--- config.mk ---
export PLATFORM = sky130hd
export DESIGN_NAME = ex2Stage
export DESIGN_NICKNAME = d
export VERILOG_FILES = /design/src/hdl/ex2Pkg.sv /design/src/hdl/ex2Writeback.sv /design/src/hdl/ex2HoldCtrl.sv /design/src/hdl/ex2Stage.sv
export VERILOG_INCLUDE_DIRS = /design/src /design/src/hdl
export SDC_FILE = /design/constraint.sdc
export NUM_CORES = 1
export LEC_CHECK = 0
export BUFFER_PORTS_ARGS = -buffer_cell sky130_fd_sc_hd__buf_2
export CORE_AREA = 10 10 313 315
export DETAILED_ROUTE_END_ITERATION = 12
export DIE_AREA = 0 0 323 325
export PLACE_DENSITY = 0.3
export SYNTH_ARGS = -nofsm -noshare
export SYNTH_HDL_FRONTEND = slang
export SYNTH_SLANG_ARGS = --single-unit
--- constraint.sdc ---
create_clock -name clock -period 5.47 [get_ports clock]
set_input_delay 1.094 -clock clock [delete_from_list [all_inputs] [get_ports clock]]
set_output_delay 1.094 -clock clock [all_outputs]
set_load 0.005 [all_outputs]
--- src/hdl/ex2_params.svh ---
/* Widths, register IDs and stall lengths for the EX2 stage.
   Included by each RTL file that needs them. */

`ifndef EX2_PARAMS_SVH
`define EX2_PARAMS_SVH

// Datapath widths
`define EX2_XLEN      64
`define EX2_TAGGED_W  66	// Value plus 2-bit tag
`define EX2_GPR_ID_W  6
`define EX2_CR_ID_W   5

// Micro-op fields
`define EX2_UCMD_W    8	// Predicate bits over a 6-bit command
`define EX2_UIXT_W    6

// Register IDs
`define EX2_GR_NONE   6'd0	// No GPR write
`define EX2_GR_DLR    6'd33
`define EX2_CR_NONE   5'd31	// No CR write
`define EX2_CR_KRR    5'd8	// Keyring register

// Hold cycles per operation class
`define EX2_HOLD_W     4
`define EX2_HOLD_SLEEP 4'd15
`define EX2_HOLD_MUL   4'd3
`define EX2_HOLD_MEM   4'd1	// Memory always waits one cycle
`define EX2_HOLD_MAX   4'd15	// Counter saturates here

`endif

--- src/hdl/ex2Pkg.sv ---
/* Shared enum types for the EX2 stage: micro-op commands, IXT sub-ops,
   predicate modes and L1 data status. Referenced by scoped name only. */

package ex2Pkg;

	// Micro-op command, low six bits of opUCmd
	typedef enum logic [5:0] {
		ucNop    = 6'h00,	// No operation
		ucOpIxt  = 6'h01,	// Extended op, sub-op in opUIxt
		ucMovMr  = 6'h02,	// Load, memory to register
		ucMovRm  = 6'h03,	// Store, register to memory
		ucAlu3   = 6'h04,	// Three-operand ALU
		ucUnary  = 6'h05,	// Single-operand ALU
		ucAluw3  = 6'h06,	// Packed word ALU
		ucAluCmp = 6'h07,	// Compare, status only
		ucMul3   = 6'h08,	// Multi-cycle multiply
		ucMulw3  = 6'h09,	// Word multiply
		ucFpu3   = 6'h0A,	// FPU op with GPR result
		ucFcmp   = 6'h0B,	// FPU compare
		ucBra    = 6'h0C	// Branch, resolved in EX1
	} uCmd;

	// IXT sub-ops
	typedef enum logic [5:0] {
		ixNop    = 6'h00,
		ixSleep  = 6'h01,	// Long fixed stall
		ixLdeKrr = 6'h02,	// Keyring load, tag checked
		ixLdeEnc = 6'h03	// Keyring encode into DLR
	} ixtOp;

	// Predicate mode, top two bits of opUCmd
	typedef enum logic [1:0] {
		predAlways  = 2'b00,
		predNever   = 2'b01,
		predIfTrue  = 2'b10,	// Run if T set
		predIfFalse = 2'b11	// Run if T clear
	} predMode;

	// L1 data port status, bit 1 means not ready
	typedef enum logic [1:0] {
		msOk    = 2'b01,
		msHold  = 2'b10,
		msFault = 2'b11
	} memStatus;

endpackage

--- src/hdl/ex2Writeback.sv ---
/* EX2 result selection: picks the GPR/CR destination and the new status
   register for the effective command. Purely combinational. */

`include "ex2_params.svh"

module ex2Writeback (
	input  ex2Pkg::uCmd                cmd,		// Effective command, nop when disabled
	input  ex2Pkg::ixtOp               ixt,		// Sub-op for opIxt
	input  logic [`EX2_GPR_ID_W-1:0]   regIdRm,		// Instruction destination
	input  logic [`EX2_GPR_ID_W-1:0]   regIdRn1,	// EX1 GPR destination
	input  logic [`EX2_XLEN-1:0]       regValRn1,
	input  logic [`EX2_CR_ID_W-1:0]    regIdCn1,	// EX1 CR destination
	input  logic [`EX2_XLEN-1:0]       regValCn1,
	input  logic [`EX2_TAGGED_W-1:0]   aluRes,		// ALU value and T/S tag
	input  logic [`EX2_XLEN-1:0]       mulRes,
	input  logic [`EX2_XLEN-1:0]       mulwRes,
	input  logic [`EX2_TAGGED_W-1:0]   krreRes,		// Keyring value and tag
	input  logic [`EX2_XLEN-1:0]       fpuRes,
	input  logic                       fpuSrT,		// FPU compare result
	input  logic [`EX2_XLEN-1:0]       memData,		// L1 load data
	input  logic [`EX2_XLEN-1:0]       srIn,		// Current status register
	output logic [`EX2_GPR_ID_W-1:0]   selIdRn,
	output logic [`EX2_XLEN-1:0]       selValRn,
	output logic [`EX2_CR_ID_W-1:0]    selIdCn,
	output logic [`EX2_XLEN-1:0]       selValCn,
	output logic [`EX2_XLEN-1:0]       selSr
);

	logic [1:0]              aluTag;		// New S/T from ALU
	logic [1:0]              krrTag;		// Keyring validity tag
	logic [`EX2_XLEN-1:0]    aluVal;
	logic [`EX2_XLEN-1:0]    krrVal;
	logic                    doAluSr;		// ALU status goes to SR

	assign aluVal = aluRes[`EX2_XLEN-1:0];
	assign aluTag = aluRes[`EX2_TAGGED_W-1:`EX2_XLEN];
	assign krrVal = krreRes[`EX2_XLEN-1:0];
	assign krrTag = krreRes[`EX2_TAGGED_W-1:`EX2_XLEN];

	always_comb begin
		// Pass EX1 results through unless the command claims the port
		selIdRn  = regIdRn1;
		selValRn = regValRn1;
		selIdCn  = regIdCn1;
		selValCn = regValCn1;
		selSr    = srIn;
		doAluSr  = 1'b0;

		case (cmd)
			ex2Pkg::ucAlu3, ex2Pkg::ucUnary, ex2Pkg::ucAluw3: begin
				selIdRn  = regIdRm;
				selValRn = aluVal;
				doAluSr  = 1'b1;
			end

			ex2Pkg::ucAluCmp: begin
				doAluSr = 1'b1;		// Status only, no GPR write
			end

			ex2Pkg::ucMul3: begin
				selIdRn  = regIdRm;
				selValRn = mulRes;
			end

			ex2Pkg::ucMulw3: begin
				selIdRn  = regIdRm;
				selValRn = mulwRes;
			end

			ex2Pkg::ucFpu3: begin
				selIdRn  = regIdRm;
				selValRn = fpuRes;
			end

			ex2Pkg::ucFcmp: begin
				selSr[0] = fpuSrT;		// T bit from FPU compare
			end

			ex2Pkg::ucMovMr: begin
				// Load result, valid once the L1 reports ok
				selIdRn  = regIdRm;
				selValRn = memData;
			end

			ex2Pkg::ucMovRm: begin
				// Store has nothing to write back here
			end

			ex2Pkg::ucOpIxt: begin
				case (ixt)
					ex2Pkg::ixLdeEnc: begin
						selIdRn  = `EX2_GR_DLR;	// Encoded key always lands in DLR
						selValRn = krrVal;
					end

					ex2Pkg::ixLdeKrr: begin
						if (krrTag == 2'b10) begin		// Only a valid key reaches KRR
							selIdCn  = `EX2_CR_KRR;
							selValCn = krrVal;
						end
					end

					default: begin
						// sleep and nop only affect hold
					end
				endcase
			end

			default: begin
				// nop, bra and unknown ops forward EX1
			end
		endcase

		if (doAluSr)
			selSr[1:0] = aluTag;	// S and T from ALU tag
	end

endmodule

--- src/hdl/ex2HoldCtrl.sv ---
/* EX2 stall logic: fixed hold counts for long ops, L1 status stall on
   memory ops, and a sticky memory fault flag. */

`include "ex2_params.svh"

module ex2HoldCtrl (
	input  logic             clock,
	input  logic             rst,
	input  ex2Pkg::uCmd      cmd,		// Effective command
	input  ex2Pkg::ixtOp     ixt,
	input  ex2Pkg::memStatus memStatus,	// From the L1 data port
	output logic             exHold,		// Stall the pipeline this cycle
	output logic             memFault		// Sticky until reset
);

	logic [`EX2_HOLD_W-1:0] holdCount;	// Cycles already held
	logic [`EX2_HOLD_W-1:0] needCount;	// Cycles this op must hold
	logic                   isMemOp;
	logic                   memBusy;	// L1 not ready
	logic                   memSawFault;

	// Required hold length per command
	always_comb begin
		needCount = '0;
		isMemOp   = 1'b0;
		case (cmd)
			ex2Pkg::ucOpIxt: begin
				if (ixt == ex2Pkg::ixSleep)
					needCount = `EX2_HOLD_SLEEP;
			end
			ex2Pkg::ucMul3: begin
				needCount = `EX2_HOLD_MUL;
			end
			ex2Pkg::ucMovMr, ex2Pkg::ucMovRm: begin
				needCount = `EX2_HOLD_MEM;	// First cycle always waits
				isMemOp   = 1'b1;
			end
			default: begin
			end
		endcase
	end

	assign memBusy     = isMemOp && (memStatus != ex2Pkg::msOk);
	assign memSawFault = isMemOp && (memStatus == ex2Pkg::msFault);

	// Counter short of target, or memory still busy
	assign exHold = (holdCount < needCount) || memBusy;

	always_ff @(posedge clock) begin
		if (rst) begin
			holdCount <= '0;
		end else if (exHold) begin
			if (holdCount != `EX2_HOLD_MAX)
				holdCount <= holdCount + 1'b1;	// Saturating
		end else begin
			holdCount <= '0;		// Op done, ready for next
		end
	end

	always_ff @(posedge clock) begin
		if (rst)
			memFault <= 1'b0;
		else if (memSawFault)
			memFault <= 1'b1;
	end

endmodule

--- src/hdl/ex2Stage.sv ---
/* EX2 pipeline stage top: predicates the micro-op, runs writeback selection
   and hold control side by side, and masks the writes while stalled. */

`include "ex2_params.svh"

module ex2Stage (
	input  logic                       clock,
	input  logic                       rst,
	input  logic [`EX2_UCMD_W-1:0]     opUCmd,		// Predicate in top two bits
	input  logic [`EX2_UIXT_W-1:0]     opUIxt,
	input  logic                       opBraFlush,	// Branch flush kills the op
	input  logic                       lastSrT,		// T bit seen by predication
	input  logic [`EX2_GPR_ID_W-1:0]   regIdRm,
	input  logic [`EX2_GPR_ID_W-1:0]   regIdRn1,
	input  logic [`EX2_XLEN-1:0]       regValRn1,
	input  logic [`EX2_CR_ID_W-1:0]    regIdCn1,
	input  logic [`EX2_XLEN-1:0]       regValCn1,
	input  logic [`EX2_TAGGED_W-1:0]   aluRes,
	input  logic [`EX2_XLEN-1:0]       mulRes,
	input  logic [`EX2_XLEN-1:0]       mulwRes,
	input  logic [`EX2_TAGGED_W-1:0]   krreRes,
	input  logic [`EX2_XLEN-1:0]       fpuRes,
	input  logic                       fpuSrT,
	input  logic [`EX2_XLEN-1:0]       memData,
	input  ex2Pkg::memStatus           memStatus,
	input  logic [`EX2_XLEN-1:0]       srIn,
	output logic [`EX2_GPR_ID_W-1:0]   regIdRn2,
	output logic [`EX2_XLEN-1:0]       regValRn2,
	output logic [`EX2_CR_ID_W-1:0]    regIdCn2,
	output logic [`EX2_XLEN-1:0]       regValCn2,
	output logic [`EX2_XLEN-1:0]       srOut,
	output logic                       exHold,
	output logic                       memFault
);

	ex2Pkg::predMode              predSel;
	ex2Pkg::uCmd                  effCmd;	// nop unless enabled
	ex2Pkg::ixtOp                 effIxt;
	logic                         opEnable;
	logic [`EX2_GPR_ID_W-1:0]     selIdRn;
	logic [`EX2_CR_ID_W-1:0]      selIdCn;
	logic [`EX2_XLEN-1:0]         selSr;

	assign predSel = ex2Pkg::predMode'(opUCmd[`EX2_UCMD_W-1 -: 2]);
	assign effIxt  = ex2Pkg::ixtOp'(opUIxt);

	always_comb begin
		case (predSel)
			ex2Pkg::predAlways:  opEnable = 1'b1;
			ex2Pkg::predNever:   opEnable = 1'b0;
			ex2Pkg::predIfTrue:  opEnable = lastSrT;
			ex2Pkg::predIfFalse: opEnable = !lastSrT;
			default:             opEnable = 1'b0;
		endcase
		// Flush wins over any predicate
		if (opEnable && !opBraFlush)
			effCmd = ex2Pkg::uCmd'(opUCmd[`EX2_UCMD_W-3:0]);
		else
			effCmd = ex2Pkg::ucNop;
	end

	ex2Writeback u_ex2Writeback (
		.cmd       (effCmd),
		.ixt       (effIxt),
		.regIdRm   (regIdRm),
		.regIdRn1  (regIdRn1),
		.regValRn1 (regValRn1),
		.regIdCn1  (regIdCn1),
		.regValCn1 (regValCn1),
		.aluRes    (aluRes),
		.mulRes    (mulRes),
		.mulwRes   (mulwRes),
		.krreRes   (krreRes),
		.fpuRes    (fpuRes),
		.fpuSrT    (fpuSrT),
		.memData   (memData),
		.srIn      (srIn),
		.selIdRn   (selIdRn),
		.selValRn  (regValRn2),		// Value passes, ID gated below
		.selIdCn   (selIdCn),
		.selValCn  (regValCn2),
		.selSr     (selSr)
	);

	ex2HoldCtrl u_ex2HoldCtrl (
		.clock     (clock),
		.rst       (rst),
		.cmd       (effCmd),
		.ixt       (effIxt),
		.memStatus (memStatus),
		.exHold    (exHold),
		.memFault  (memFault)
	);

	// No register or status write while stalled
	assign regIdRn2 = exHold ? `EX2_GR_NONE : selIdRn;
	assign regIdCn2 = exHold ? `EX2_CR_NONE : selIdCn;
	assign srOut    = exHold ? srIn : selSr;

endmodule

==> metrics.txt <==
worst hold slack 0.487 ns; Internal Pwr Total 451 µW; worst slack, placed 0.470 ns; overall die area 105000 µm²; Worst Setup Start Kind input port; width of the chip 323 µm; gr usage total 11.4%; run status finished, final reports clean; final design instance area without fill 10500 µm²; Slew Viols, Final 0; arrival time at the worst endpoint 3.93 ns; worst IR drop on VDD 59.2 µV; global-route wire length before repair 85.0 mm; post-synthesis instance total 775; multi-input combinational cell area 4930 µm²; busiest layer in global routing met2; Residual DRC 0; FF+latch count, synth 5; met3 Usage GRT 2.63%; global-route met1 utilization 14.4%; Via-to-Cell Ratio 3.60; Final Non-Filler Cells 2563; Skew-Pair Late Insertion Delay 0.23 ns; Logic pwr share 80.0%; Ports 823; die span in y 325 µm; Max transition margin 42.3%; vias after detailed routing 9228; leakage power figure 0.00490 µW; IO buf count 698; count of hold-fix buffers inserted at cts 0; area after detailed placement 10400 µm²; FILL cells 10800; number of nets produced by synthesis 1397; setup bufs post-CTS 0; endpoint type of the worst setup path output port; final-layout setup total negative slack 0 ns; detailed placement HPWL 56.0 mm; Sw Share 43.1%; root buffer cell sky130_fd_sc_hd__clkbuf_16; Synth cell types 50; critical path class in -> out; number of maximum-capacitance constraint violations 0; clock-pin slew of the registers on the worst-case setup and hold paths 0.03 ns; required arrival time at the worst endpoint 4.38 ns; sequential power share 4.7%; CTS tree yes; number of standard-cell rows in the floorplan 111; yosys warns 0; min Tclk post-route 5.03 ns; final worst path period share 91.9%; switching power summed over all nets 341 µW; deepest clock path buffer count 2; Synth Cell Area 5890 µm²; global-route congestion overflow total 0; clock tree sinks 5; layout cells sized above 1 64.5%; slack of the worst reg-to-reg path 3.16 ns; final number of setup-violating endpoints 0; Post-Syn Area per Cell 7.60 µm²; count of flip-flops with a built-in enable after synthesis 0; leading cell types in the layout, fill and taps excluded sky130_fd_sc_hd__buf_2 (696), sky130_fd_sc_hd__mux2_2 (129), sky130_fd_sc_hd__a22oi_1 (69); average detailed-routed wire length per instance 25.0 µm; number of global-route vias before repair 10100; met2 layer usage reported by global route 19.9%; number of antenna violations at the first check in global routing 22; cell total after placement 2553; share of async-settable or async-resettable flops after synthesis 0%; Num CTS Buffers 3; Net count, final 1994; 1st-pass router iterations 5; worst hold-check path type reg -> reg; register area 100 µm²; fraction of power consumed by the clock network 15.3%; top fanout value on the critical path 16; ratio of total power to cell area 75.5 nW/µm²; layout overhead on the synthesized area 78.2%; placeable core area 91400 µm²; Detail Route Antenna Nets 0; number of DRC markers in iteration 0 431; slack of the critical path 0.443 ns; number of H-tree branching levels 1; worst clock skew 0.00118 ns; post-cts repair resize count 0; top flip-flop cell by instance count after synthesis sky130_fd_sc_hd__dfxtp_1; setup repair after global routing missed its margin false; sequential-to-total area share from yosys stat 1.70%; max frequency 199 MHz; final wirelength 64.2 mm; largest net degree at the start of global routing 55; starting utilization of the core area 6.44%; number of endpoints with negative hold slack in the final report 0; commonest non-fill, non-tap cell in the layout sky130_fd_sc_hd__buf_2; placer congestion estimate 0.892; actual transition at the worst max-transition pin 0.866 ns
==> synthesized netlist by cell type (7+ instances only) <==
cell | count | area share [%]
sky130_fd_sc_hd__mux2_2 | 129 | 25
sky130_fd_sc_hd__a22oi_1 | 69 | 8.8
sky130_fd_sc_hd__buf_4 | 69 | 8.8
sky130_fd_sc_hd__nor2_1 | 53 | 3.4
sky130_fd_sc_hd__o21ai_0 | 53 | 4.5
sky130_fd_sc_hd__nand3_1 | 47 | 4.0
sky130_fd_sc_hd__o22ai_1 | 47 | 5.0
sky130_fd_sc_hd__mux2i_1 | 45 | 7.7
sky130_fd_sc_hd__a211o_1 | 42 | 6.2
sky130_fd_sc_hd__clkbuf_1 | 41 | 2.6
sky130_fd_sc_hd__buf_2 | 19 | 1.6
sky130_fd_sc_hd__and3_1 | 13 | 1.4
sky130_fd_sc_hd__a221o_1 | 12 | 2.0
sky130_fd_sc_hd__a22o_1 | 12 | 1.8
sky130_fd_sc_hd__inv_1 | 12 | 0.77
sky130_fd_sc_hd__a32o_1 | 10 | 1.7
sky130_fd_sc_hd__nand4_1 | 10 | 1.1
sky130_fd_sc_hd__nand2_1 | 8 | 0.51
sky130_fd_sc_hd__o211ai_1 | 8 | 1.0
sky130_fd_sc_hd__buf_6 | 7 | 1.3
==> per-layer routing <==
layer	vias to the layer above	share of wire, %
li1	4190	-
met1	4376	43
met2	588	48
met3	60	7.8
met4	14	1.3
met5	-	0.14
==> cell families (layout without fill, tap and decap cells) <==
group,count (synthesis),after routing,synth area share (%)
multiplexers,175,175,32.6
flip-flops,5,5,1.70
buffers and inverters,153,749,15.5
XOR/XNOR,1,1,0.149
other,0,6,0
AO/OA/AOI/OAI,273,273,34.4
AND/OR/NAND/NOR,164,164,14.9
adder cells (fa/ha/maj),4,4,0.850
==> critical path: stages <==
cell                       delay, ns
sky130_fd_sc_hd__buf_2          0.12
sky130_fd_sc_hd__nor4_4         0.34
sky130_fd_sc_hd__and3_1         0.25
sky130_fd_sc_hd__nand3b_1       0.09
sky130_fd_sc_hd__a2111o_1       0.42
sky130_fd_sc_hd__ha_1           0.20
sky130_fd_sc_hd__a2111o_1       0.29
sky130_fd_sc_hd__a2111o_1       0.73
sky130_fd_sc_hd__o2111a_1       0.27
sky130_fd_sc_hd__buf_2          0.13
==> path summary, 6_finish.rpt <==
path                                            from  cells past startpoint                                      end
max                                        opUIxt[3]                     10                              regIdRn2[0]
min              u_ex2HoldCtrl.memFault$_SDFFE_PP0P_                      2      u_ex2HoldCtrl.memFault$_SDFFE_PP0P_
max reg2reg  u_ex2HoldCtrl.holdCount[3]$_SDFFE_PP0P_                      4  u_ex2HoldCtrl.holdCount[3]$_SDFFE_PP0P_
min reg2reg      u_ex2HoldCtrl.memFault$_SDFFE_PP0P_                      2      u_ex2HoldCtrl.memFault$_SDFFE_PP0P_
==> sequential cells by signal, summed over array words and instances, names as in the netlist <==
name                     cells
u_ex2HoldCtrl.holdCount      4
u_ex2HoldCtrl.memFault       1
==> power groups by stage <==
| stage | clock (µW) | combinational [µW] | sequential (µW) |
|---|---|---|---|
| finish | 121 | 633 | 36.9 |
| global route | 124 | 690 | 36.9 |
| CTS | 122 | 650 | 36.9 |
| detailed placement | 0 | 646 | 37.4 |
| global placement | 0 | 648 | 37.4 |
| floorplan | 0 | 263 | 37.4 |
==> per-stage QoR <==
step	power, µW	utilization (%)
final	791	11.5
after detailed placement	684	11.4
after floorplan	300	-
after CTS	809	11.5
after global routing	851	11.5
after global placement	685	11.4
==> final cells by class <==
cell class | count | share of cell area, %
multi-input cells | 617 | 47.0
clock buffers | 4 | 0.752
inverters | 12 | 0.429
flip-flops and latches | 5 | 0.954
diodes | 6 | 0.143
well taps | 1186 | 14.1
repair buffers | 733 | 36.6
Note: power is estimated with default switching activity, not from simulation.
